==> config.mk <==
export PLATFORM = sky130hd
export DESIGN_NAME = du_top
export DESIGN_NICKNAME = d
export VERILOG_FILES = /design/src/du_pkg.sv /design/src/du_reg_if.sv /design/src/du_bp_match.sv /design/src/du_host_port.sv /design/src/du_regs.sv /design/src/du_top.sv
export VERILOG_INCLUDE_DIRS = /design/src /design/src/src
export SDC_FILE = /design/constraint.sdc
export NUM_CORES = 1
export LEC_CHECK = 0
export BUFFER_PORTS_ARGS = -buffer_cell sky130_fd_sc_hd__buf_2
export CAP_MARGIN = 20
export CORE_MARGIN = 8
export CORE_UTILIZATION = 53
export CTS_CLUSTER_DIAMETER = 30
export DETAILED_ROUTE_END_ITERATION = 16
export GPL_ROUTABILITY_DRIVEN = 0
export PLACE_DENSITY_LB_ADDON = 0.15
export SLEW_MARGIN = 20
export SYNTH_ARGS = -nofsm -noshare
export SYNTH_HDL_FRONTEND = slang
export SYNTH_SLANG_ARGS = --single-unit
==> constraint.sdc <==
create_clock -name clk_i -period 2.8 [get_ports clk_i]
set_input_delay 0.14 -clock clk_i [delete_from_list [all_inputs] [get_ports clk_i]]
set_output_delay 0.14 -clock clk_i [all_outputs]
set_load 0.02 [all_outputs]
==> src/du_defines.svh <==
`ifndef DU_DEFINES_SVH
`define DU_DEFINES_SVH

// Data path width
`define DU_XLEN 32

// Number of hardware breakpoints
`define DU_BREAKPOINTS 4

// Debug port address, bank select in the top four bits
`define DU_DBG_ADDR_W 16

// Address inside one bank
`define DU_DU_ADDR_W 12

// Exception vector from the core
// Low half holds traps, high half holds interrupts
`define DU_EXC_W 32

// Major opcode field, instruction bits 6:2
`define DU_OPC_W 5

`endif

==> src/du_pkg.sv <==
`default_nettype none

`include "du_defines.svh"

package du_pkg;

  // Bank select, top four bits of the debug address
  typedef enum logic [3:0] {
    BANK_INTERNAL = 4'h0,
    BANK_GPRS     = 4'h1
  } du_bank_e;

  // Internal register map, breakpoint n sits at BPCTRL0/BPDATA0 plus 2n
  typedef enum logic [`DU_DU_ADDR_W-1:0] {
    REG_CTRL    = 12'h000,
    REG_HIT     = 12'h001,
    REG_CAUSE   = 12'h002,
    REG_BPCTRL0 = 12'h010,
    REG_BPDATA0 = 12'h011
  } du_int_addr_e;

  // Next PC in the GPR bank, integer registers at 0x000..0x01F
  localparam logic [`DU_DU_ADDR_W-1:0] DU_GPR_NPC = 12'h200;

  // Breakpoint condition, unlisted codes never hit
  typedef enum logic [2:0] {
    CC_FETCH    = 3'd0,
    CC_LD_ADR   = 3'd1,
    CC_ST_ADR   = 3'd2,
    CC_LDST_ADR = 3'd3
  } bp_cc_e;

  typedef enum logic [`DU_OPC_W-1:0] {
    OPC_LOAD   = 5'h00,
    OPC_STORE  = 5'h08,
    OPC_BRANCH = 5'h18
  } opcode_e;

  typedef struct packed {
    logic                ena;
    bp_cc_e              cc;
    logic [`DU_XLEN-1:0] data;
  } bp_reg_t;

endpackage

`default_nettype wire

==> src/du_reg_if.sv <==
`timescale 1ns/1ns
`default_nettype none

`include "du_defines.svh"

// Internal register bus between the debug port and the register bank
interface du_reg_if;

  logic                     we;
  logic [`DU_DU_ADDR_W-1:0] addr;
  logic [`DU_XLEN-1:0]      wdata;
  logic [`DU_XLEN-1:0]      rdata;

  modport host (output we, output addr, output wdata, input rdata);

  modport bank (input we, input addr, input wdata, output rdata);

endinterface

`default_nettype wire

==> src/du_bp_match.sv <==
`timescale 1ns/1ns
`default_nettype none

`include "du_defines.svh"

module du_bp_match (
  input  wire du_pkg::bp_reg_t [`DU_BREAKPOINTS-1:0] bp_i,
  input  wire                                        step_ena_i,
  input  wire                                        branch_ena_i,
  input  wire                                        if_nxt_bubble_i,
  input  wire [31:0]                                 if_insn_i,
  input  wire                                        if_bubble_i,
  input  wire [`DU_XLEN-1:0]                         pd_pc_i,
  input  wire                                        bu_flush_i,
  input  wire                                        st_flush_i,
  input  wire [31:0]                                 mem_insn_i,
  input  wire                                        mem_bubble_i,
  input  wire                                        mem_exc_i,
  input  wire [`DU_XLEN-1:0]                         mem_memadr_i,
  input  wire                                        dmem_ack_i,
  output logic [`DU_BREAKPOINTS-1:0]                 bp_hit_o,
  output logic                                       step_hit_o,
  output logic                                       branch_hit_o
);

  import du_pkg::*;

  logic mem_valid;
  logic mem_read;
  logic mem_write;

  assign step_hit_o   = step_ena_i & ~if_nxt_bubble_i;
  assign branch_hit_o = branch_ena_i & ~if_bubble_i &
                        (if_insn_i[2 +: `DU_OPC_W] == OPC_BRANCH);

  // Only completed, non-excepting memory accesses count
  assign mem_valid = ~mem_exc_i & ~mem_bubble_i & dmem_ack_i;
  assign mem_read  = mem_valid & (mem_insn_i[2 +: `DU_OPC_W] == OPC_LOAD);
  assign mem_write = mem_valid & (mem_insn_i[2 +: `DU_OPC_W] == OPC_STORE);

  always_comb
  begin
    for (int n = 0; n < `DU_BREAKPOINTS; n++)
    begin
      bp_hit_o[n] = 1'b0;
      if (bp_i[n].ena)
      begin
        case (bp_i[n].cc)
          CC_FETCH:    bp_hit_o[n] = (pd_pc_i == bp_i[n].data) & ~bu_flush_i & ~st_flush_i;
          CC_LD_ADR:   bp_hit_o[n] = (mem_memadr_i == bp_i[n].data) & mem_read;
          CC_ST_ADR:   bp_hit_o[n] = (mem_memadr_i == bp_i[n].data) & mem_write;
          CC_LDST_ADR: bp_hit_o[n] = (mem_memadr_i == bp_i[n].data) & (mem_read | mem_write);
          default:     bp_hit_o[n] = 1'b0;
        endcase
      end
    end
  end

endmodule

`default_nettype wire

==> src/du_host_port.sv <==
`timescale 1ns/1ns
`default_nettype none

`include "du_defines.svh"

module du_host_port (
  input  wire                       clk_i,
  input  wire                       rst_ni,
  input  wire                       dbg_stall_i,
  input  wire                       dbg_strb_i,
  input  wire                       dbg_we_i,
  input  wire [`DU_DBG_ADDR_W-1:0]  dbg_addr_i,
  input  wire [`DU_XLEN-1:0]        dbg_d_i,
  input  wire                       ex_stall_i,
  input  wire                       hit_any_i,
  input  wire [`DU_XLEN-1:0]        du_rf_q_i,
  input  wire [`DU_XLEN-1:0]        if_nxt_pc_i,
  du_reg_if.host                    bus,
  output logic [`DU_XLEN-1:0]       dbg_q_o,
  output logic                      dbg_ack_o,
  output logic                      du_stall_o,
  output logic                      du_stall_if_o,
  output logic                      du_latch_nxt_pc_o,
  output logic                      du_flush_o,
  output logic                      du_we_rf_o,
  output logic                      du_we_pc_o,
  output logic [`DU_DU_ADDR_W-1:0]  du_addr_o,
  output logic [`DU_XLEN-1:0]       du_d_o
);

  import du_pkg::*;

  localparam int AW = `DU_DU_ADDR_W;

  du_bank_e   bank;
  logic       sel_internal;
  logic       sel_gprs;
  logic       gpr_is_rf;
  logic       gpr_is_npc;
  logic       du_access;
  logic       du_we;
  logic       strb_dly;
  logic       stall_dly;
  logic       ack_done;
  logic [2:0] du_ack;

  ////////////////////////////////////////////////////////////
  // Debug port decode and acknowledge
  ////////////////////////////////////////////////////////////

  assign bank         = du_bank_e'(dbg_addr_i[`DU_DBG_ADDR_W-1:AW]);
  assign sel_internal = (bank == BANK_INTERNAL);
  assign sel_gprs     = (bank == BANK_GPRS);
  assign gpr_is_rf    = (dbg_addr_i[AW-1:5] == '0);
  assign gpr_is_npc   = (dbg_addr_i[AW-1:0] == DU_GPR_NPC);

  // Core registers only reachable while the core is stalled
  assign du_access = dbg_strb_i & (sel_internal | dbg_stall_i);
  assign du_we     = du_access & ~strb_dly & dbg_we_i;

  always_ff @(posedge clk_i or negedge rst_ni)
  begin
    if (!rst_ni)
    begin
      strb_dly  <= 1'b0;
      stall_dly <= 1'b0;
      ack_done  <= 1'b0;
    end
    else
    begin
      strb_dly  <= dbg_strb_i;
      stall_dly <= dbg_stall_i;
      ack_done  <= dbg_strb_i & (ack_done | dbg_ack_o);
    end
  end

  // Three stage shift, frozen while the pipeline stalls
  always_ff @(posedge clk_i or negedge rst_ni)
  begin
    if (!rst_ni)
      du_ack <= '0;
    else if (!ex_stall_i)
      du_ack <= {3{du_access & ~dbg_ack_o & ~ack_done}} & {1'b1, du_ack[2:1]};
  end

  assign dbg_ack_o = du_ack[0];

  ////////////////////////////////////////////////////////////
  // Core side
  ////////////////////////////////////////////////////////////

  assign du_stall_o        = dbg_stall_i;
  assign du_stall_if_o     = dbg_stall_i | hit_any_i;
  assign du_latch_nxt_pc_o = dbg_stall_i & ~stall_dly;
  // Leaving debug may have changed program memory
  assign du_flush_o        = ~dbg_stall_i & stall_dly;

  always_ff @(posedge clk_i)
  begin
    du_addr_o <= dbg_addr_i[AW-1:0];
    du_d_o    <= dbg_d_i;
  end

  always_ff @(posedge clk_i or negedge rst_ni)
  begin
    if (!rst_ni)
    begin
      du_we_rf_o <= 1'b0;
      du_we_pc_o <= 1'b0;
      bus.we     <= 1'b0;
    end
    else
    begin
      du_we_rf_o <= du_we & sel_gprs & gpr_is_rf;
      du_we_pc_o <= du_we & sel_gprs & gpr_is_npc;
      bus.we     <= du_we & sel_internal;
    end
  end

  assign bus.addr  = du_addr_o;
  assign bus.wdata = du_d_o;

  // Read data, valid by the time ack rises
  always_ff @(posedge clk_i)
  begin
    if (sel_internal)
      dbg_q_o <= bus.rdata;
    else if (sel_gprs && gpr_is_npc)
      dbg_q_o <= if_nxt_pc_i;
    else if (sel_gprs && gpr_is_rf)
      dbg_q_o <= du_rf_q_i;
    else
      dbg_q_o <= '0;
  end

  a_ack_single: assert property (@(posedge clk_i) disable iff (!rst_ni)
    dbg_ack_o && !ex_stall_i |=> !dbg_ack_o);

  // Core writes and bank writes never overlap
  a_we_onehot: assert property (@(posedge clk_i) disable iff (!rst_ni)
    $onehot0({du_we_rf_o, du_we_pc_o, bus.we}));

endmodule

`default_nettype wire

==> src/du_regs.sv <==
`timescale 1ns/1ns
`default_nettype none

`include "du_defines.svh"

module du_regs (
  input  wire                                        clk_i,
  input  wire                                        rst_ni,
  du_reg_if.bank                                     bus,
  input  wire [`DU_BREAKPOINTS-1:0]                  bp_hit_i,
  input  wire                                        step_hit_i,
  input  wire                                        branch_hit_i,
  input  wire [`DU_EXC_W-1:0]                        du_exceptions_i,
  input  wire                                        ex_stall_i,
  input  wire                                        st_flush_i,
  input  wire                                        du_flush_i,
  output du_pkg::bp_reg_t [`DU_BREAKPOINTS-1:0]      bp_o,
  output logic                                       step_ena_o,
  output logic                                       branch_ena_o,
  output logic                                       hit_any_o,
  output logic                                       dbg_bp_o
);

  import du_pkg::*;

  localparam int XLEN = `DU_XLEN;
  localparam int BP   = `DU_BREAKPOINTS;
  localparam int AW   = `DU_DU_ADDR_W;
  localparam int HALF = `DU_EXC_W / 2;

  logic            step_hit_q;
  logic            branch_hit_q;
  logic [BP-1:0]   bp_hit_q;
  logic [XLEN-1:0] cause_q;
  logic [XLEN-1:0] cause_nxt;
  logic            wr_ctrl;
  logic            wr_hit;
  logic            wr_cause;

  assign wr_ctrl  = bus.we && (bus.addr == REG_CTRL);
  assign wr_hit   = bus.we && (bus.addr == REG_HIT);
  assign wr_cause = bus.we && (bus.addr == REG_CAUSE);

  ////////////////////////////////////////////////////////////
  // Control and sticky hit flags
  ////////////////////////////////////////////////////////////

  always_ff @(posedge clk_i or negedge rst_ni)
  begin
    if (!rst_ni)
    begin
      step_ena_o   <= 1'b0;
      branch_ena_o <= 1'b0;
      step_hit_q   <= 1'b0;
      branch_hit_q <= 1'b0;
      bp_hit_q     <= '0;
    end
    else
    begin
      if (wr_ctrl)
      begin
        step_ena_o   <= bus.wdata[0];
        branch_ena_o <= bus.wdata[1];
      end
      // Software write wins over a new hit
      if (wr_hit)
      begin
        step_hit_q   <= bus.wdata[0];
        branch_hit_q <= bus.wdata[1];
        bp_hit_q     <= bus.wdata[4 +: BP];
      end
      else
      begin
        step_hit_q   <= step_hit_q | step_hit_i;
        branch_hit_q <= branch_hit_q | branch_hit_i;
        bp_hit_q     <= bp_hit_q | bp_hit_i;
      end
    end
  end

  assign hit_any_o = step_hit_q | branch_hit_q | (|bp_hit_q);

  ////////////////////////////////////////////////////////////
  // Cause, lowest trap first, then lowest interrupt
  ////////////////////////////////////////////////////////////

  always_comb
  begin
    cause_nxt = '0;
    for (int i = HALF - 1; i >= 0; i--)
    begin
      if (du_exceptions_i[HALF + i])
      begin
        cause_nxt          = '0;
        cause_nxt[XLEN-1]  = 1'b1;
        cause_nxt[4:0]     = i[4:0];
      end
    end
    for (int i = HALF - 1; i >= 0; i--)
    begin
      if (du_exceptions_i[i])
      begin
        cause_nxt      = '0;
        cause_nxt[4:0] = i[4:0];
      end
    end
  end

  always_ff @(posedge clk_i or negedge rst_ni)
  begin
    if (!rst_ni)
      cause_q <= '0;
    else if (wr_cause)
      cause_q <= bus.wdata;
    else if (|du_exceptions_i)
      cause_q <= cause_nxt;
  end

  // Breakpoint control and data words
  always_ff @(posedge clk_i or negedge rst_ni)
  begin
    if (!rst_ni)
      bp_o <= '0;
    else if (bus.we)
    begin
      for (int n = 0; n < BP; n++)
      begin
        if (bus.addr == AW'(REG_BPCTRL0 + 2 * n))
        begin
          bp_o[n].ena <= bus.wdata[1];
          bp_o[n].cc  <= bp_cc_e'(bus.wdata[6:4]);
        end
        if (bus.addr == AW'(REG_BPDATA0 + 2 * n))
          bp_o[n].data <= bus.wdata;
      end
    end
  end

  // Readback
  always_comb
  begin
    bus.rdata = '0;
    case (bus.addr)
      REG_CTRL:  bus.rdata[1:0] = {branch_ena_o, step_ena_o};
      REG_HIT:
      begin
        bus.rdata[1:0]     = {branch_hit_q, step_hit_q};
        bus.rdata[4 +: BP] = bp_hit_q;
      end
      REG_CAUSE: bus.rdata = cause_q;
      default:   bus.rdata = '0;
    endcase
    for (int n = 0; n < BP; n++)
    begin
      if (bus.addr == AW'(REG_BPCTRL0 + 2 * n))
        bus.rdata[6:0] = {bp_o[n].cc, 2'b00, bp_o[n].ena, 1'b1};
      if (bus.addr == AW'(REG_BPDATA0 + 2 * n))
        bus.rdata = bp_o[n].data;
    end
  end

  // Breakpoint to the debug port, held off while the core stalls or flushes
  always_ff @(posedge clk_i or negedge rst_ni)
  begin
    if (!rst_ni)
      dbg_bp_o <= 1'b0;
    else
      dbg_bp_o <= ~ex_stall_i & ~du_flush_i & ~st_flush_i &
                  ((|du_exceptions_i) | hit_any_o);
  end

  a_cause_hold: assert property (@(posedge clk_i) disable iff (!rst_ni)
    !(|du_exceptions_i) && !bus.we |=> $stable(cause_q));

endmodule

`default_nettype wire

==> src/du_top.sv <==
`timescale 1ns/1ns
`default_nettype none

`include "du_defines.svh"

module du_top (
  input  wire                      clk_i,
  input  wire                      rst_ni,
  // Debug port
  input  wire                      dbg_stall_i,
  input  wire                      dbg_strb_i,
  input  wire                      dbg_we_i,
  input  wire [`DU_DBG_ADDR_W-1:0] dbg_addr_i,
  input  wire [`DU_XLEN-1:0]       dbg_d_i,
  output logic [`DU_XLEN-1:0]      dbg_q_o,
  output logic                     dbg_ack_o,
  output logic                     dbg_bp_o,
  // Core control
  output logic                     du_stall_o,
  output logic                     du_stall_if_o,
  output logic                     du_latch_nxt_pc_o,
  output logic                     du_flush_o,
  output logic                     du_we_rf_o,
  output logic                     du_we_pc_o,
  output logic [`DU_DU_ADDR_W-1:0] du_addr_o,
  output logic [`DU_XLEN-1:0]      du_d_o,
  input  wire [`DU_XLEN-1:0]       du_rf_q_i,
  input  wire [`DU_XLEN-1:0]       if_nxt_pc_i,
  // Pipeline state
  input  wire                      if_nxt_bubble_i,
  input  wire [31:0]               if_insn_i,
  input  wire                      if_bubble_i,
  input  wire [`DU_XLEN-1:0]       pd_pc_i,
  input  wire                      bu_flush_i,
  input  wire                      st_flush_i,
  input  wire [31:0]               mem_insn_i,
  input  wire                      mem_bubble_i,
  input  wire                      mem_exc_i,
  input  wire [`DU_XLEN-1:0]       mem_memadr_i,
  input  wire                      dmem_ack_i,
  input  wire                      ex_stall_i,
  input  wire [`DU_EXC_W-1:0]      du_exceptions_i
);

  import du_pkg::*;

  bp_reg_t [`DU_BREAKPOINTS-1:0] bp;
  logic [`DU_BREAKPOINTS-1:0]    bp_hit;
  logic                          step_ena;
  logic                          branch_ena;
  logic                          step_hit;
  logic                          branch_hit;
  logic                          hit_any;

  du_reg_if u_bus ();

  du_host_port u_host_port (
    .clk_i             (clk_i),
    .rst_ni            (rst_ni),
    .dbg_stall_i       (dbg_stall_i),
    .dbg_strb_i        (dbg_strb_i),
    .dbg_we_i          (dbg_we_i),
    .dbg_addr_i        (dbg_addr_i),
    .dbg_d_i           (dbg_d_i),
    .ex_stall_i        (ex_stall_i),
    .hit_any_i         (hit_any),
    .du_rf_q_i         (du_rf_q_i),
    .if_nxt_pc_i       (if_nxt_pc_i),
    .bus               (u_bus.host),
    .dbg_q_o           (dbg_q_o),
    .dbg_ack_o         (dbg_ack_o),
    .du_stall_o        (du_stall_o),
    .du_stall_if_o     (du_stall_if_o),
    .du_latch_nxt_pc_o (du_latch_nxt_pc_o),
    .du_flush_o        (du_flush_o),
    .du_we_rf_o        (du_we_rf_o),
    .du_we_pc_o        (du_we_pc_o),
    .du_addr_o         (du_addr_o),
    .du_d_o            (du_d_o)
  );

  du_regs u_regs (
    .clk_i           (clk_i),
    .rst_ni          (rst_ni),
    .bus             (u_bus.bank),
    .bp_hit_i        (bp_hit),
    .step_hit_i      (step_hit),
    .branch_hit_i    (branch_hit),
    .du_exceptions_i (du_exceptions_i),
    .ex_stall_i      (ex_stall_i),
    .st_flush_i      (st_flush_i),
    .du_flush_i      (du_flush_o),
    .bp_o            (bp),
    .step_ena_o      (step_ena),
    .branch_ena_o    (branch_ena),
    .hit_any_o       (hit_any),
    .dbg_bp_o        (dbg_bp_o)
  );

  du_bp_match u_bp_match (
    .bp_i            (bp),
    .step_ena_i      (step_ena),
    .branch_ena_i    (branch_ena),
    .if_nxt_bubble_i (if_nxt_bubble_i),
    .if_insn_i       (if_insn_i),
    .if_bubble_i     (if_bubble_i),
    .pd_pc_i         (pd_pc_i),
    .bu_flush_i      (bu_flush_i),
    .st_flush_i      (st_flush_i),
    .mem_insn_i      (mem_insn_i),
    .mem_bubble_i    (mem_bubble_i),
    .mem_exc_i       (mem_exc_i),
    .mem_memadr_i    (mem_memadr_i),
    .dmem_ack_i      (dmem_ack_i),
    .bp_hit_o        (bp_hit),
    .step_hit_o      (step_hit),
    .branch_hit_o    (branch_hit)
  );

endmodule

`default_nettype wire

==> summary.txt <==
Outcome
  • Status: finished clean

Die
  • Row count: 59
  • Die Height: 178 um
  • Full die area: 0.0316 mm^2
  • # IOs: 369
  • Die Wd: 178 um
  • Core area: 0.0259 mm^2
  • Initial core utilization: 53.6%

Global routing
  • Global-route wire length before repair: 79100 um
  • Pin count of the biggest net entering global routing: 94
  • Number of global-route vias before repair: 13500
  • Gr ovfl total: 0
  • Antenna violations before repair: 17
  • GRT Util Overall: 32.9%

Min path
  • Hold path endpoint: u_host_port.dbg_q_o[3]$_DFF_P_
  • Hold Crit Depth: 3
  • Min-Delay Startpoint: du_rf_q_i[3]
  • Hold Path Class: input port to register

Cells and area
  • Nets: 2013
  • Fin area: 0.0191 mm^2
  • Finished Core Util: 73.7%
  • Area growth from synthesis to layout: 37.5%
  • Layout cells sized above 1: 31.5%
  • Non-Filler Instances: 2121

STA
  • Max Fclk: 0.361 GHz
  • Relative slew slack: 44.7%
  • Period utilization: 98.9%
  • PnR worst setup slack: 0.0303 ns
  • Hold Worst Slack: 0.00818 ns
  • Period minus WS final: 2.77 ns
  • Final Max Slew Viols: 0
  • Slew @ Worst Pin: 0.829 ns
  • Final Setup Violations: 0
  • Worst Skew: 0.0213 ns
  • RSZ-0062 raised after global routing: true
  • Fin. Hold Viols: 0

CTS
  • Post-CTS setup buffer count: 0
  • Clock Root Buffer: clkbuf_16
  • CTS tree: built
  • CTS clk-pin slew, worst paths: 0.05 ns
  • Sink Count: 270
  • H-Tree Depth: 2
  • Skew-Pair Late Insertion Delay: 0.57 ns
  • TritonCTS Buffers: 58
  • CTS max path bufs: 3

Routing
  • Post-Route WL: 53200 um
  • DRC viols: 0
  • Total via count in the routed design: 13100
  • Initial DRC Count: 1675
  • Post-DRT Antenna Nets: 0
  • Vias per inst: 6.17
  • Pre-Repair DR Iteration Count: 6
  • WL per Instance: 25.1 um

Synthesis
  • Most frequent cells after synthesis: dfrtp_1 (194), xnor2_1 (172), xor2_1 (84), mux2_2 (82), dfxtp_1 (76)
  • Synth Cell Area: 0.0139 mm^2
  • Top FF cell, synth: dfrtp_1
  • #FFs+latches synth: 270
  • Yosys top cell area share: 34.9%
  • Syn avg cell area: 10.9 um^2
  • Cells after Synth: 1274
  • Syn nets: 1559
  • Sequential-to-total area share from yosys stat: 45.9%
  • Most common cell in the netlist: dfrtp_1
  • Unique cell type count in the Yosys netlist: 62
  • Ys async rst share: 71.9%
  • Area leader, netlist: dfrtp_1
  • Synth Warn #: 0
  • Number of synthesized flops with an enable pin: 0
  • Largest cells by area after synthesis: dfrtp_1 (35%), dfxtp_1 (11%), xnor2_1 (11%), mux2_2 (6.6%), xor2_1 (5.3%)

Placement
  • Placed instance area: 0.0159 mm^2
  • Placed cells: 1886
  • Port-buffer cells: 314
  • Worst slack, placed: 0.378 ns
  • Post-DP HPWL: 38400 um

Critical path
  • Max FO, Critical Path: 18
  • Reg-to-Reg Start: u_host_port.bus.addr[2]$_DFF_P_
  • Critical path capture point type: register
  • Reg-to-Reg End: u_host_port.dbg_q_o[23]$_DFF_P_
  • Arr. time, crit path: 3.22 ns
  • CP max stage cell: dfxtp_1
  • CP cell instances: nor2_1, and3_1, buf_4, a222oi_1, a21oi_1, a221o_1, dlygate4sd3_1
  • Critical path launch point type: register
  • Setup Crit Path Kind: register to register
  • Crit-path max cell delay: 0.73 ns
  • Worst-case reg-to-reg path depth: 7
  • CP Data Required Time: 3.25 ns
  • Setup slack, reg-to-reg: 0.03 ns

Power and ir drop
  • VDD IR max: 0.626 mV
  • P_leak: 0.00860 uW
  • Total power density per cell area: 617 mW/mm^2

Flow run
  • Max-cap viol count: 0
-- metal layers --
metal  GRT usage, %  wire (um)  up-vias
met4           14.1       2100       16
met2           51.7      24200      915
met1           42.1      20500     6304
met5              0         89        -
li1               -          -     5644
met3           9.09       6280      203
-- what timing repair did --
action	4_1_cts	5_1_grt
gates resized for setup	0	2
endpoints found under the setup margin	0	2
hold buffers	117	0
endpoints found under the hold margin	175	0
-- power by group --
group / internal, uW / switching, uW / leakage, uW
sequential: 3940 / 64.2 / 0.00331
combinational: 400 / 476 / 0.00433
clock: 4600 / 2310 / 0.000958
total: 8940 / 2850 / 0.00860
-- registers in the layout, indices dropped and copies added, names as in the netlist --
name	flops
u_host_port.du_ack	3
u_host_port.stall_dly	1
u_regs.branch_hit_q	1
u_host_port.bus.wdata	32
u_host_port.bus.we	1
u_host_port.dbg_q_o	32
u_regs.bp_hit_q	4
u_regs.step_hit_q	1
u_host_port.bus.addr	12
u_regs.step_ena_o	1
u_regs.dbg_bp_o	1
u_regs.branch_ena_o	1
u_host_port.du_we_pc_o	1
u_host_port.du_we_rf_o	1
u_host_port.ack_done	1
u_regs.bp_o	144
u_host_port.strb_dly	1
u_regs.cause_q	32
-- cell type report --
class	instances	area (um^2)
Clock inverter	41	460
Timing Repair Buffer	468	3040
Antenna cell	9	22.5
Inverter	17	63.8
Fill cell	1832	6810
Clock buffer	68	1540
Sequential cell	270	6380
Tap cell	335	419
Multi-Input combinational cell	913	7170
-- worst max path at each step --
| stage | start | endpoint | slack [ns] | cells after the start |
|---|---|---|---|---|
| floorplan | u_host_port.bus.addr[3]$_DFF_P_ | u_regs.bp_o[30]$_DFFE_PN0P_ | 0.70 | 7 |
| global placement | u_host_port.bus.addr[9]$_DFF_P_ | u_host_port.dbg_q_o[9]$_DFF_P_ | 0.44 | 8 |
| detailed placement | u_regs.bp_o[126]$_DFFE_PN0P_ | u_regs.bp_hit_q[3]$_DFF_PN0_ | 0.38 | 7 |
| CTS | u_host_port.bus.addr[3]$_DFF_P_ | u_host_port.dbg_q_o[23]$_DFF_P_ | 0.03 | 9 |
| global route | u_host_port.bus.addr[3]$_DFF_P_ | u_host_port.dbg_q_o[23]$_DFF_P_ | -0.04 | 9 |
| finish | u_host_port.bus.addr[2]$_DFF_P_ | u_host_port.dbg_q_o[23]$_DFF_P_ | 0.03 | 7 |
-- layout by cell type (no fill, tap or decap), types with 9 or more instances in the layout --
cell type,instances
a21oi_1,37
a221o_1,19
a221oi_1,14
a222oi_1,18
a22o_1,26
a22oi_1,28
buf_2,313
buf_4,36
clkbuf_16,59
clkinv_2,10
clkinvlp_4,10
dfrtp_1,194
dfxtp_1,75
diode_2,9
dlygate4sd3_1,117
inv_1,17
mux2_1,48
mux2_2,82
mux2i_1,18
nand2_1,62
nand3_1,20
nand4_1,46
nor2_1,26
nor2b_1,9
nor3_1,18
nor4_1,41
o21ai_0,62
xnor2_1,172
xor2_1,84
-- critical path, delay by kind of cell, from the launching register on --
family                 cells  cell delay, ns
buffers and inverters      2            0.81
flip-flops                 1            0.73
AND/OR/NAND/NOR            2            0.42
AO/OA/AOI/OAI              3            0.68
-- metrics by stage --
stage          total power [uW]  setup TNS [ns]
3_3_place_gp               4790               0
6_report                  11800               0
4_1_cts                   11800               0
5_1_grt                   12100         -0.0432
3_5_place_dp               4800               0
2_1_floorplan              4360               0
-- cell families after synthesis --
| kind of cell | count (synthesis) | synth area share [%] |
|---|---|---|
| AO/OA/AOI/OAI | 246 | 12.6 |
| buffers and inverters | 91 | 2.73 |
| AND/OR/NAND/NOR | 260 | 10.3 |
| flip-flops | 270 | 45.9 |
| XOR/XNOR | 256 | 16.1 |
| multiplexers | 151 | 12.3 |
Power figures use the tool's default switching activity.
